### src/verilog/cpu_params.svh
`ifndef CPU_PARAMS_SVH
`define CPU_PARAMS_SVH

// data and address width
`define XLEN 32

// general register file
`define REG_COUNT 32
`define REG_INDEX_W 5

// instruction word width
`define INST_W 32

// first fetch address
`define RESET_PC 32'h0000_0000

`endif

### src/verilog/cpu_pkg.sv
`default_nettype none

package cpu_pkg;

    // core sequencer
    typedef enum logic [1:0] {
        FETCH,
        EXECUTE,
        MEMORY
    } core_state_t;

    typedef enum logic [2:0] {
        ALU_ADD,
        ALU_SUB,
        ALU_AND,
        ALU_OR,
        ALU_XOR,
        ALU_SLT,
        ALU_PASS_IMM,
        ALU_LINK
    } alu_op_t;

    // what the instruction does after the alu
    typedef enum logic [2:0] {
        CLS_ALU,
        CLS_LOAD,
        CLS_STORE,
        CLS_BRANCH_EQ,
        CLS_BRANCH_NE,
        CLS_JAL,
        CLS_NOP
    } inst_class_t;

endpackage

`default_nettype wire

### src/verilog/instr_fetch.sv
`default_nettype none
`include "cpu_params.svh"

module instr_fetch (
    input  logic                inst_selfdefine,
    input  logic                reset,
    input  logic                if_ready,
    input  logic [`INST_W-1:0]  if_data,
    input  cpu_pkg::inst_class_t inst_class,
    input  logic                take_branch,
    input  logic [`XLEN-1:0]    target,
    input  logic                mem_done,
    output logic                if_valid,
    output logic [`XLEN-1:0]    if_addr,
    output logic [`INST_W-1:0]  inst,
    output logic [`XLEN-1:0]    pc,
    output logic                retire,
    output logic                mem_start
);
    import cpu_pkg::*;

    core_state_t state;
    logic        is_mem_class;
    logic [`XLEN-1:0] pc_next;

    assign is_mem_class = (inst_class == CLS_LOAD) || (inst_class == CLS_STORE);

    // one instruction in flight, so the bus address is simply the pc
    assign if_valid  = (state == FETCH);
    assign if_addr   = pc;
    assign mem_start = (state == MEMORY);

    assign retire = ((state == EXECUTE) && !is_mem_class) || ((state == MEMORY) && mem_done);

    // loads and stores never branch
    assign pc_next = take_branch ? target : pc + `XLEN'd4;

    always_ff @(posedge inst_selfdefine) begin
        if (reset) begin
            state <= FETCH;
            pc    <= `RESET_PC;
        end else begin
            case (state)
                FETCH: begin
                    if (if_ready) begin
                        state <= EXECUTE;
                    end
                end
                EXECUTE: begin
                    if (is_mem_class) begin
                        state <= MEMORY;
                    end else begin
                        state <= FETCH;
                        pc    <= pc_next;
                    end
                end
                MEMORY: begin
                    if (mem_done) begin
                        state <= FETCH;
                        pc    <= pc_next;
                    end
                end
                default: state <= FETCH;
            endcase
        end
    end

    // instruction register
    always_ff @(posedge inst_selfdefine) begin
        if (if_valid && if_ready) begin
            inst <= if_data;
        end
    end

    a_if_addr_hold: assert property (@(posedge inst_selfdefine) disable iff (reset)
        (if_valid && !if_ready) |=> (if_valid && $stable(if_addr)));

endmodule

`default_nettype wire

### src/verilog/decoder.sv
`default_nettype none
`include "cpu_params.svh"

module decoder (
    input  logic [`INST_W-1:0]      inst,
    output logic [`REG_INDEX_W-1:0] rs1_index,
    output logic [`REG_INDEX_W-1:0] rs2_index,
    output logic [`REG_INDEX_W-1:0] rd_index,
    output logic                    rd_en,
    output logic [`XLEN-1:0]        imm,
    output logic                    use_imm,
    output cpu_pkg::alu_op_t        alu_op,
    output cpu_pkg::inst_class_t    inst_class
);
    import cpu_pkg::*;

    localparam logic [6:0] OPC_OP     = 7'b0110011;
    localparam logic [6:0] OPC_OP_IMM = 7'b0010011;
    localparam logic [6:0] OPC_LUI    = 7'b0110111;
    localparam logic [6:0] OPC_LOAD   = 7'b0000011;
    localparam logic [6:0] OPC_STORE  = 7'b0100011;
    localparam logic [6:0] OPC_BRANCH = 7'b1100011;
    localparam logic [6:0] OPC_JAL    = 7'b1101111;

    logic [6:0]       opcode;
    logic [2:0]       funct3;
    logic [6:0]       funct7;
    logic [`XLEN-1:0] imm_i;
    logic [`XLEN-1:0] imm_s;
    logic [`XLEN-1:0] imm_b;
    logic [`XLEN-1:0] imm_u;
    logic [`XLEN-1:0] imm_j;

    assign opcode    = inst[6:0];
    assign funct3    = inst[14:12];
    assign funct7    = inst[31:25];
    assign rd_index  = inst[11:7];
    assign rs1_index = inst[19:15];
    assign rs2_index = inst[24:20];

    // sign-extended immediates, one per format
    assign imm_i = {{20{inst[31]}}, inst[31:20]};
    assign imm_s = {{20{inst[31]}}, inst[31:25], inst[11:7]};
    assign imm_b = {{19{inst[31]}}, inst[31], inst[7], inst[30:25], inst[11:8], 1'b0};
    assign imm_u = {inst[31:12], 12'b0};
    assign imm_j = {{11{inst[31]}}, inst[31], inst[19:12], inst[20], inst[30:21], 1'b0};

    always_comb begin
        alu_op     = ALU_ADD;
        inst_class = CLS_NOP;
        rd_en      = 1'b0;
        use_imm    = 1'b0;
        imm        = imm_i;
        case (opcode)
            OPC_OP: begin
                if (funct7 == 7'b0000000 || (funct7 == 7'b0100000 && funct3 == 3'b000)) begin
                    inst_class = CLS_ALU;
                    rd_en      = 1'b1;
                    case (funct3)
                        3'b000: alu_op = funct7[5] ? ALU_SUB : ALU_ADD;
                        3'b010: alu_op = ALU_SLT;
                        3'b100: alu_op = ALU_XOR;
                        3'b110: alu_op = ALU_OR;
                        3'b111: alu_op = ALU_AND;
                        default: begin
                            inst_class = CLS_NOP;
                            rd_en      = 1'b0;
                        end
                    endcase
                end
            end
            OPC_OP_IMM: begin
                inst_class = CLS_ALU;
                rd_en      = 1'b1;
                use_imm    = 1'b1;
                case (funct3)
                    3'b000: alu_op = ALU_ADD;
                    3'b100: alu_op = ALU_XOR;
                    3'b110: alu_op = ALU_OR;
                    3'b111: alu_op = ALU_AND;
                    default: begin
                        inst_class = CLS_NOP;
                        rd_en      = 1'b0;
                    end
                endcase
            end
            OPC_LUI: begin
                inst_class = CLS_ALU;
                alu_op     = ALU_PASS_IMM;
                rd_en      = 1'b1;
                use_imm    = 1'b1;
                imm        = imm_u;
            end
            OPC_LOAD: begin
                if (funct3 == 3'b010) begin
                    inst_class = CLS_LOAD;
                    rd_en      = 1'b1;
                    use_imm    = 1'b1;
                end
            end
            OPC_STORE: begin
                if (funct3 == 3'b010) begin
                    inst_class = CLS_STORE;
                    use_imm    = 1'b1;
                    imm        = imm_s;
                end
            end
            OPC_BRANCH: begin
                imm = imm_b;
                if (funct3 == 3'b000) begin
                    inst_class = CLS_BRANCH_EQ;
                end else if (funct3 == 3'b001) begin
                    inst_class = CLS_BRANCH_NE;
                end
            end
            OPC_JAL: begin
                inst_class = CLS_JAL;
                alu_op     = ALU_LINK;
                rd_en      = 1'b1;
                imm        = imm_j;
            end
            default: ;
        endcase
    end

endmodule

`default_nettype wire

### src/verilog/alu.sv
`default_nettype none
`include "cpu_params.svh"

module alu (
    input  cpu_pkg::alu_op_t     alu_op,
    input  cpu_pkg::inst_class_t inst_class,
    input  logic [`XLEN-1:0]     pc,
    input  logic [`XLEN-1:0]     rs1_data,
    input  logic [`XLEN-1:0]     rs2_data,
    input  logic [`XLEN-1:0]     imm,
    input  logic                 use_imm,
    output logic [`XLEN-1:0]     result,
    output logic [`XLEN-1:0]     target,
    output logic                 take_branch
);
    import cpu_pkg::*;

    logic [`XLEN-1:0] operand_b;

    assign operand_b = use_imm ? imm : rs2_data;

    always_comb begin
        if (inst_class == CLS_LOAD || inst_class == CLS_STORE) begin
            // effective address
            result = rs1_data + imm;
        end else begin
            case (alu_op)
                ALU_ADD:      result = rs1_data + operand_b;
                ALU_SUB:      result = rs1_data - operand_b;
                ALU_AND:      result = rs1_data & operand_b;
                ALU_OR:       result = rs1_data | operand_b;
                ALU_XOR:      result = rs1_data ^ operand_b;
                ALU_SLT:      result = {{(`XLEN-1){1'b0}}, $signed(rs1_data) < $signed(operand_b)};
                ALU_PASS_IMM: result = imm;
                ALU_LINK:     result = pc + `XLEN'd4;
                default:      result = '0;
            endcase
        end
    end

    // jal and both branches are pc-relative
    assign target = pc + imm;

    always_comb begin
        case (inst_class)
            CLS_JAL:       take_branch = 1'b1;
            CLS_BRANCH_EQ: take_branch = (rs1_data == rs2_data);
            CLS_BRANCH_NE: take_branch = (rs1_data != rs2_data);
            default:       take_branch = 1'b0;
        endcase
    end

endmodule

`default_nettype wire

### src/verilog/regfile.sv
`default_nettype none
`include "cpu_params.svh"

module regfile (
    input  logic                    inst_selfdefine,
    input  logic                    reset,
    input  logic [`REG_INDEX_W-1:0] rs1_index,
    input  logic [`REG_INDEX_W-1:0] rs2_index,
    input  logic [`REG_INDEX_W-1:0] rd_index,
    input  logic                    rd_en,
    input  logic                    retire,
    input  logic [`XLEN-1:0]        rd_data,
    output logic [`XLEN-1:0]        rs1_data,
    output logic [`XLEN-1:0]        rs2_data
);

    logic [`XLEN-1:0] regs [`REG_COUNT];

    always_ff @(posedge inst_selfdefine) begin
        if (reset) begin
            for (int i = 0; i < `REG_COUNT; i++) begin
                regs[i] <= '0;
            end
        end else if (retire && rd_en) begin
            regs[rd_index] <= rd_data;
        end
    end

    // x0 is hardwired
    assign rs1_data = (rs1_index == '0) ? '0 : regs[rs1_index];
    assign rs2_data = (rs2_index == '0) ? '0 : regs[rs2_index];

endmodule

`default_nettype wire

### src/verilog/load_store_unit.sv
`default_nettype none
`include "cpu_params.svh"

module load_store_unit (
    input  logic                 inst_selfdefine,
    input  logic                 reset,
    input  cpu_pkg::inst_class_t inst_class,
    input  logic                 mem_start,
    input  logic [`XLEN-1:0]     alu_result,
    input  logic [`XLEN-1:0]     store_data,
    input  logic                 mem_ready,
    input  logic [`XLEN-1:0]     mem_rdata,
    output logic                 mem_valid,
    output logic                 mem_write,
    output logic [`XLEN-1:0]     mem_addr,
    output logic [`XLEN-1:0]     mem_wdata,
    output logic                 mem_done,
    output logic [`XLEN-1:0]     rd_data
);
    import cpu_pkg::*;

    // request held for the whole MEMORY state
    assign mem_valid = mem_start;
    assign mem_write = (inst_class == CLS_STORE);
    assign mem_addr  = alu_result;
    assign mem_wdata = store_data;
    assign mem_done  = mem_valid && mem_ready;

    // writeback select
    assign rd_data = (inst_class == CLS_LOAD) ? mem_rdata : alu_result;

    a_mem_hold: assert property (@(posedge inst_selfdefine) disable iff (reset)
        (mem_valid && !mem_ready) |=>
            (mem_valid && $stable(mem_addr) && $stable(mem_wdata) && $stable(mem_write)));

endmodule

`default_nettype wire

### src/verilog/cpu_core.sv
`default_nettype none
`include "cpu_params.svh"

module cpu_core (
    input  logic               inst_selfdefine,
    input  logic               reset,
    output logic               if_valid,
    input  logic               if_ready,
    output logic [`XLEN-1:0]   if_addr,
    input  logic [`INST_W-1:0] if_data,
    output logic               mem_valid,
    input  logic               mem_ready,
    output logic               mem_write,
    output logic [`XLEN-1:0]   mem_addr,
    output logic [`XLEN-1:0]   mem_wdata,
    input  logic [`XLEN-1:0]   mem_rdata
);
    import cpu_pkg::*;

    logic [`INST_W-1:0]      inst;
    logic [`XLEN-1:0]        pc;
    logic                    retire;
    logic                    mem_start;
    logic [`REG_INDEX_W-1:0] rs1_index;
    logic [`REG_INDEX_W-1:0] rs2_index;
    logic [`REG_INDEX_W-1:0] rd_index;
    logic                    rd_en;
    logic [`XLEN-1:0]        imm;
    logic                    use_imm;
    alu_op_t                 alu_op;
    inst_class_t             inst_class;
    logic [`XLEN-1:0]        rs1_data;
    logic [`XLEN-1:0]        rs2_data;
    logic [`XLEN-1:0]        result;
    logic [`XLEN-1:0]        target;
    logic                    take_branch;
    logic                    mem_done;
    logic [`XLEN-1:0]        rd_data;

    instr_fetch u_instr_fetch (
        .inst_selfdefine (inst_selfdefine),
        .reset           (reset),
        .if_ready        (if_ready),
        .if_data         (if_data),
        .inst_class      (inst_class),
        .take_branch     (take_branch),
        .target          (target),
        .mem_done        (mem_done),
        .if_valid        (if_valid),
        .if_addr         (if_addr),
        .inst            (inst),
        .pc              (pc),
        .retire          (retire),
        .mem_start       (mem_start)
    );

    decoder u_decoder (
        .inst       (inst),
        .rs1_index  (rs1_index),
        .rs2_index  (rs2_index),
        .rd_index   (rd_index),
        .rd_en      (rd_en),
        .imm        (imm),
        .use_imm    (use_imm),
        .alu_op     (alu_op),
        .inst_class (inst_class)
    );

    alu u_alu (
        .alu_op      (alu_op),
        .inst_class  (inst_class),
        .pc          (pc),
        .rs1_data    (rs1_data),
        .rs2_data    (rs2_data),
        .imm         (imm),
        .use_imm     (use_imm),
        .result      (result),
        .target      (target),
        .take_branch (take_branch)
    );

    regfile u_regfile (
        .inst_selfdefine (inst_selfdefine),
        .reset           (reset),
        .rs1_index       (rs1_index),
        .rs2_index       (rs2_index),
        .rd_index        (rd_index),
        .rd_en           (rd_en),
        .retire          (retire),
        .rd_data         (rd_data),
        .rs1_data        (rs1_data),
        .rs2_data        (rs2_data)
    );

    load_store_unit u_load_store_unit (
        .inst_selfdefine (inst_selfdefine),
        .reset           (reset),
        .inst_class      (inst_class),
        .mem_start       (mem_start),
        .alu_result      (result),
        .store_data      (rs2_data),
        .mem_ready       (mem_ready),
        .mem_rdata       (mem_rdata),
        .mem_valid       (mem_valid),
        .mem_write       (mem_write),
        .mem_addr        (mem_addr),
        .mem_wdata       (mem_wdata),
        .mem_done        (mem_done),
        .rd_data         (rd_data)
    );

endmodule

`default_nettype wire

### config.mk
export PLATFORM = sky130hd
export DESIGN_NAME = cpu_core
export DESIGN_NICKNAME = d
export VERILOG_FILES = /design/src/verilog/cpu_pkg.sv /design/src/verilog/instr_fetch.sv /design/src/verilog/decoder.sv /design/src/verilog/alu.sv /design/src/verilog/regfile.sv /design/src/verilog/load_store_unit.sv /design/src/verilog/cpu_core.sv
export VERILOG_INCLUDE_DIRS = /design/src /design/src/verilog
export SDC_FILE = /design/constraint.sdc
export NUM_CORES = 2
export LEC_CHECK = 0
export ABC_AREA = 0
export BUFFER_PORTS_ARGS = -buffer_cell sky130_fd_sc_hd__clkbuf_2
export CELL_PAD_IN_SITES_DETAIL_PLACEMENT = 0
export CELL_PAD_IN_SITES_GLOBAL_PLACEMENT = 1
export CORE_ASPECT_RATIO = 0.7
export CORE_MARGIN = 1.5
export CORE_UTILIZATION = 47
export CTS_BUF_LIST = sky130_fd_sc_hd__clkbuf_4
export CTS_CLUSTER_DIAMETER = 150
export CTS_CLUSTER_SIZE = 20
export DETAILED_ROUTE_END_ITERATION = 8
export GPL_ROUTABILITY_DRIVEN = 0
export PLACE_DENSITY = 0.78
export SYNTH_ARGS = -nofsm -noshare
export SYNTH_HDL_FRONTEND = slang
export SYNTH_SLANG_ARGS = --single-unit
### constraint.sdc
create_clock -name inst_selfdefine -period 7.5 [get_ports inst_selfdefine]
set_clock_uncertainty 0.2 [all_clocks]
set_input_delay 0.375 -clock inst_selfdefine [delete_from_list [all_inputs] [get_ports inst_selfdefine]]
set_output_delay 0.375 -clock inst_selfdefine [all_outputs]
set_load 0.01 [all_outputs]
==> out/summary.txt <==
Unique masters post-synth - 89
violated checks - negative setup slack
TNS Setup - -0.00866 ns
Reg clk slew, reported paths - 0.24 ns
die height - 315 um
total track usage - 36.0%
port bufs - 166
share of cells above drive strength 1 - 26.0%
sequential cell area - 0.0326 mm^2
worst-path cell chain - buf_12, buf_4, clkbuf_16, mux4_2, o22ai_1, a211oi_1, o21ai_2, ha_2, inv_1, a21oi_1, buf_4, o21bai_2, nand2b_1, o31ai_1, nor2_2, a2111oi_2, buf_4, o21a_1, or4_1, nand4_1, o22a_1, buf_4, clkbuf_2
Place WS - -0.200 ns
power per cell area - 243 mW/mm^2
Final setup viols - 1
post-route minimum period - 7.51 ns
Critical Path AT - 6.93 ns
Post-synth EDFFs - 1056
crit-path leading delay family - compound AO/OA/AOI/OAI gates
footprint of the multi-input gates - 0.0311 mm^2
Syn Area/Cell - 12.2 um^2
ranking of synthesized cells by area - edfxtp_1 49%, mux4_2 19%, nor2_1 6.7%
CTS root buf - clkbuf_4
Crit. End Element - output pin
slack of the critical path - -0.00866 ns
hpwl dp - 169 mm
top_reg_cell synth - edfxtp_1
Pleak - 0.0270 uW
first-pass GRT wire length - 359 mm
Synth Instances - 5365
Final Util - 53.1%
Final Cycle Share - 100%
Starting Density - 47.3%
pins over their slew limit - 0
number of antenna violations at the first check in global routing - 13
Slew @ Worst Pin - 1.24 ns
final std cells w/o fill - 7481
RSZ-0062 raised after global routing - yes
DRT Pass-1 Iters - 7
worst path bufs/invs - 8
Worst VDD drop - 0.315 mV
largest net degree at the start of global routing - 55
worst min path class - in2reg
chip width - 448 um
# IOs - 167
die area - 0.141 mm^2
critical path's most frequent cell - buf_4
Async S/R FF share, synth - 0%
critical path's slowest cell - a211oi_1
GRT Residual Overflow - 0
Final #Nets - 5826
commonest non-fill, non-tap cell in the layout - nor2_1
post-route ant nets - 0
cts bufs inserted - 60
DR DRC count - 0
Worst path max stage delay - 0.88 ns
Yosys top cell area share - 48.6%
Max Fanout on Critical Path - 19
Final Cell Area - 0.0732 mm^2
WS Path Type - reg2out
WL/cell - 34.8 um
Slew Limit Headroom - 15.4%
Post-Route WL - 260 mm
std cell rows - 114
Syn Std Cell Area - 0.0653 mm^2
Filler cells - 11700
Clock Sinks - 1100
Worst-Skew Late Latency - 1.21 ns
#FFs+latches synth - 1100
Longest Clk Path Bufs - 3
MaxCap Viol Count - 0
Syn Nets - 5596
Detailed Route Iter0 Violations - 9705
most frequent cells in the layout - 1163 x nor2_1, 1056 x edfxtp_1, 543 x mux4_2
vias in the first global route - 48300
vias per cell - 6.99
final hold vios - 0
largest area contributor in the netlist - edfxtp_1
CTS tree - done
H-tree levels - 2
Layout area overhead - 12.1%
Critical Path RT - 6.92 ns
status - complete, but fails checks
FMAX - 133 MHz
DP Area - 0.0695 mm^2
Startpoint Class - flip-flop
sequential share of the synthesized area - 49.9%
Placed Cells incl. Taps - 7193
Synth warnings - 0
area of the core - 0.138 mm^2
vias - 52300
worst register-to-register path: stages, from the launching register on:
cell and delay, ns:
dfxtp_4 0.43, buf_12 0.20, or3b_2 0.74, o22ai_1 0.37, a211oi_1 0.15, buf_4 0.19, nand2_1 0.11, inv_1 0.07
a21boi_0 0.35, ha_1 0.32, inv_1 0.10, nand3_1 0.18, or4_4 0.61, a31oi_4 0.22, a21oi_1 0.16, o221a_2 0.36
xnor2_1 0.16, a221oi_1 0.51, a21oi_1 0.19, mux2i_4 0.26, buf_12 0.24, nor2_1 0.14
final timing paths:
| check | slack [ns] | endpoint | cells past startpoint | start |
|---|---|---|---|---|
| max | -0.009 | mem_addr[28] | 23 | flip-flop |
| min | 0.13 | u_regfile.regs[6][25] | 5 | mem_rdata[25] |
| max reg2reg | 0.96 | u_regfile.regs[17][27] | 21 | flip-flop |
| min reg2reg | 0.37 | u_instr_fetch.if_addr[21] | 2 | u_instr_fetch.if_addr[21] |
metrics by stage:
step / hold WS [ns] / power, uW
finish: 0.131 / 17800
global route: 0.107 / 18200
CTS: 0.00795 / 17200
detailed placement: 0.337 / 14600
global placement: 0.347 / 14600
floorplan: 0.274 / 11400
cell usage after synthesis (20+ instances only):
cell,number
xnor2_1,66
nor2_1,1170
inv_1,169
nor2b_1,24
and2_1,22
nand2b_1,58
nor4_1,20
a31oi_1,25
mux2i_1,121
ha_1,159
o21ai_0,121
nor3_1,39
edfxtp_1,1056
mux4_2,543
a211oi_1,89
xor2_1,72
o22ai_1,71
a21oi_1,190
and3_1,25
o21ai_1,49
a21o_1,51
clkbuf_1,284
buf_1,28
dfxtp_1,44
buf_2,135
o2111ai_1,42
nand3_1,50
nand2_1,317
timing repair:
action | 4_1_cts | 5_1_grt
cloned | 5 | 7
pin swaps | 12 | 34
resized for setup | 115 | 127
hold buffers | 99 | 0
endpoints found under the hold margin | 1100 | 0
endpoints found under the setup margin | 152 | 19
buffers inserted | 46 | 39
flip-flops by register name, indices dropped and copies added, names as in the netlist, named ones only:
signal / flops
u_instr_fetch.if_addr: 32
u_instr_fetch.inst: 32
u_instr_fetch.state: 2
u_regfile.regs: 1024
layer usage:
layer  global-route usage (%)  wire, um
met1                     50.2     94800
met2                     48.8    105000
met3                     15.3     47200
met4                     15.4     13600
met5                     1.38       368
power by group:
| group | internal (uW) | total (uW) | switching, uW |
|---|---|---|---|
| Clock | 498 | 2440 | 1940 |
| Sequential | 6920 | 7060 | 145 |
| Combinational | 2680 | 8270 | 5590 |
| Total | 10100 | 17800 | 7680 |
cell families (layout without fill, tap and decap cells):
kind of cell             after synthesis  after routing  share of synthesized area [%]
AO/OA/AOI/OAI                        834            834                           8.43
XOR/XNOR                             138            138                           1.85
adder cells (fa/ha/maj)              163            163                           3.17
buffers and inverters                648            901                           4.26
flip-flops                          1100           1100                           49.9
multiplexers                         678            678                           20.8
other                                  0              7                              0
AND/OR/NAND/NOR                     1804           1804                           11.5
layout make-up:
cell class	instances	area share, %
multi-input cells	3617	42.6
well taps	1856	3.17
clock buffers	82	0.841
repair buffers	646	7.92
clock inverters	3	0.0393
diodes	7	0.0239
inverters	170	0.875
flip-flops and latches	1100	44.6
Note: power is estimated with default switching activity, not from simulation.
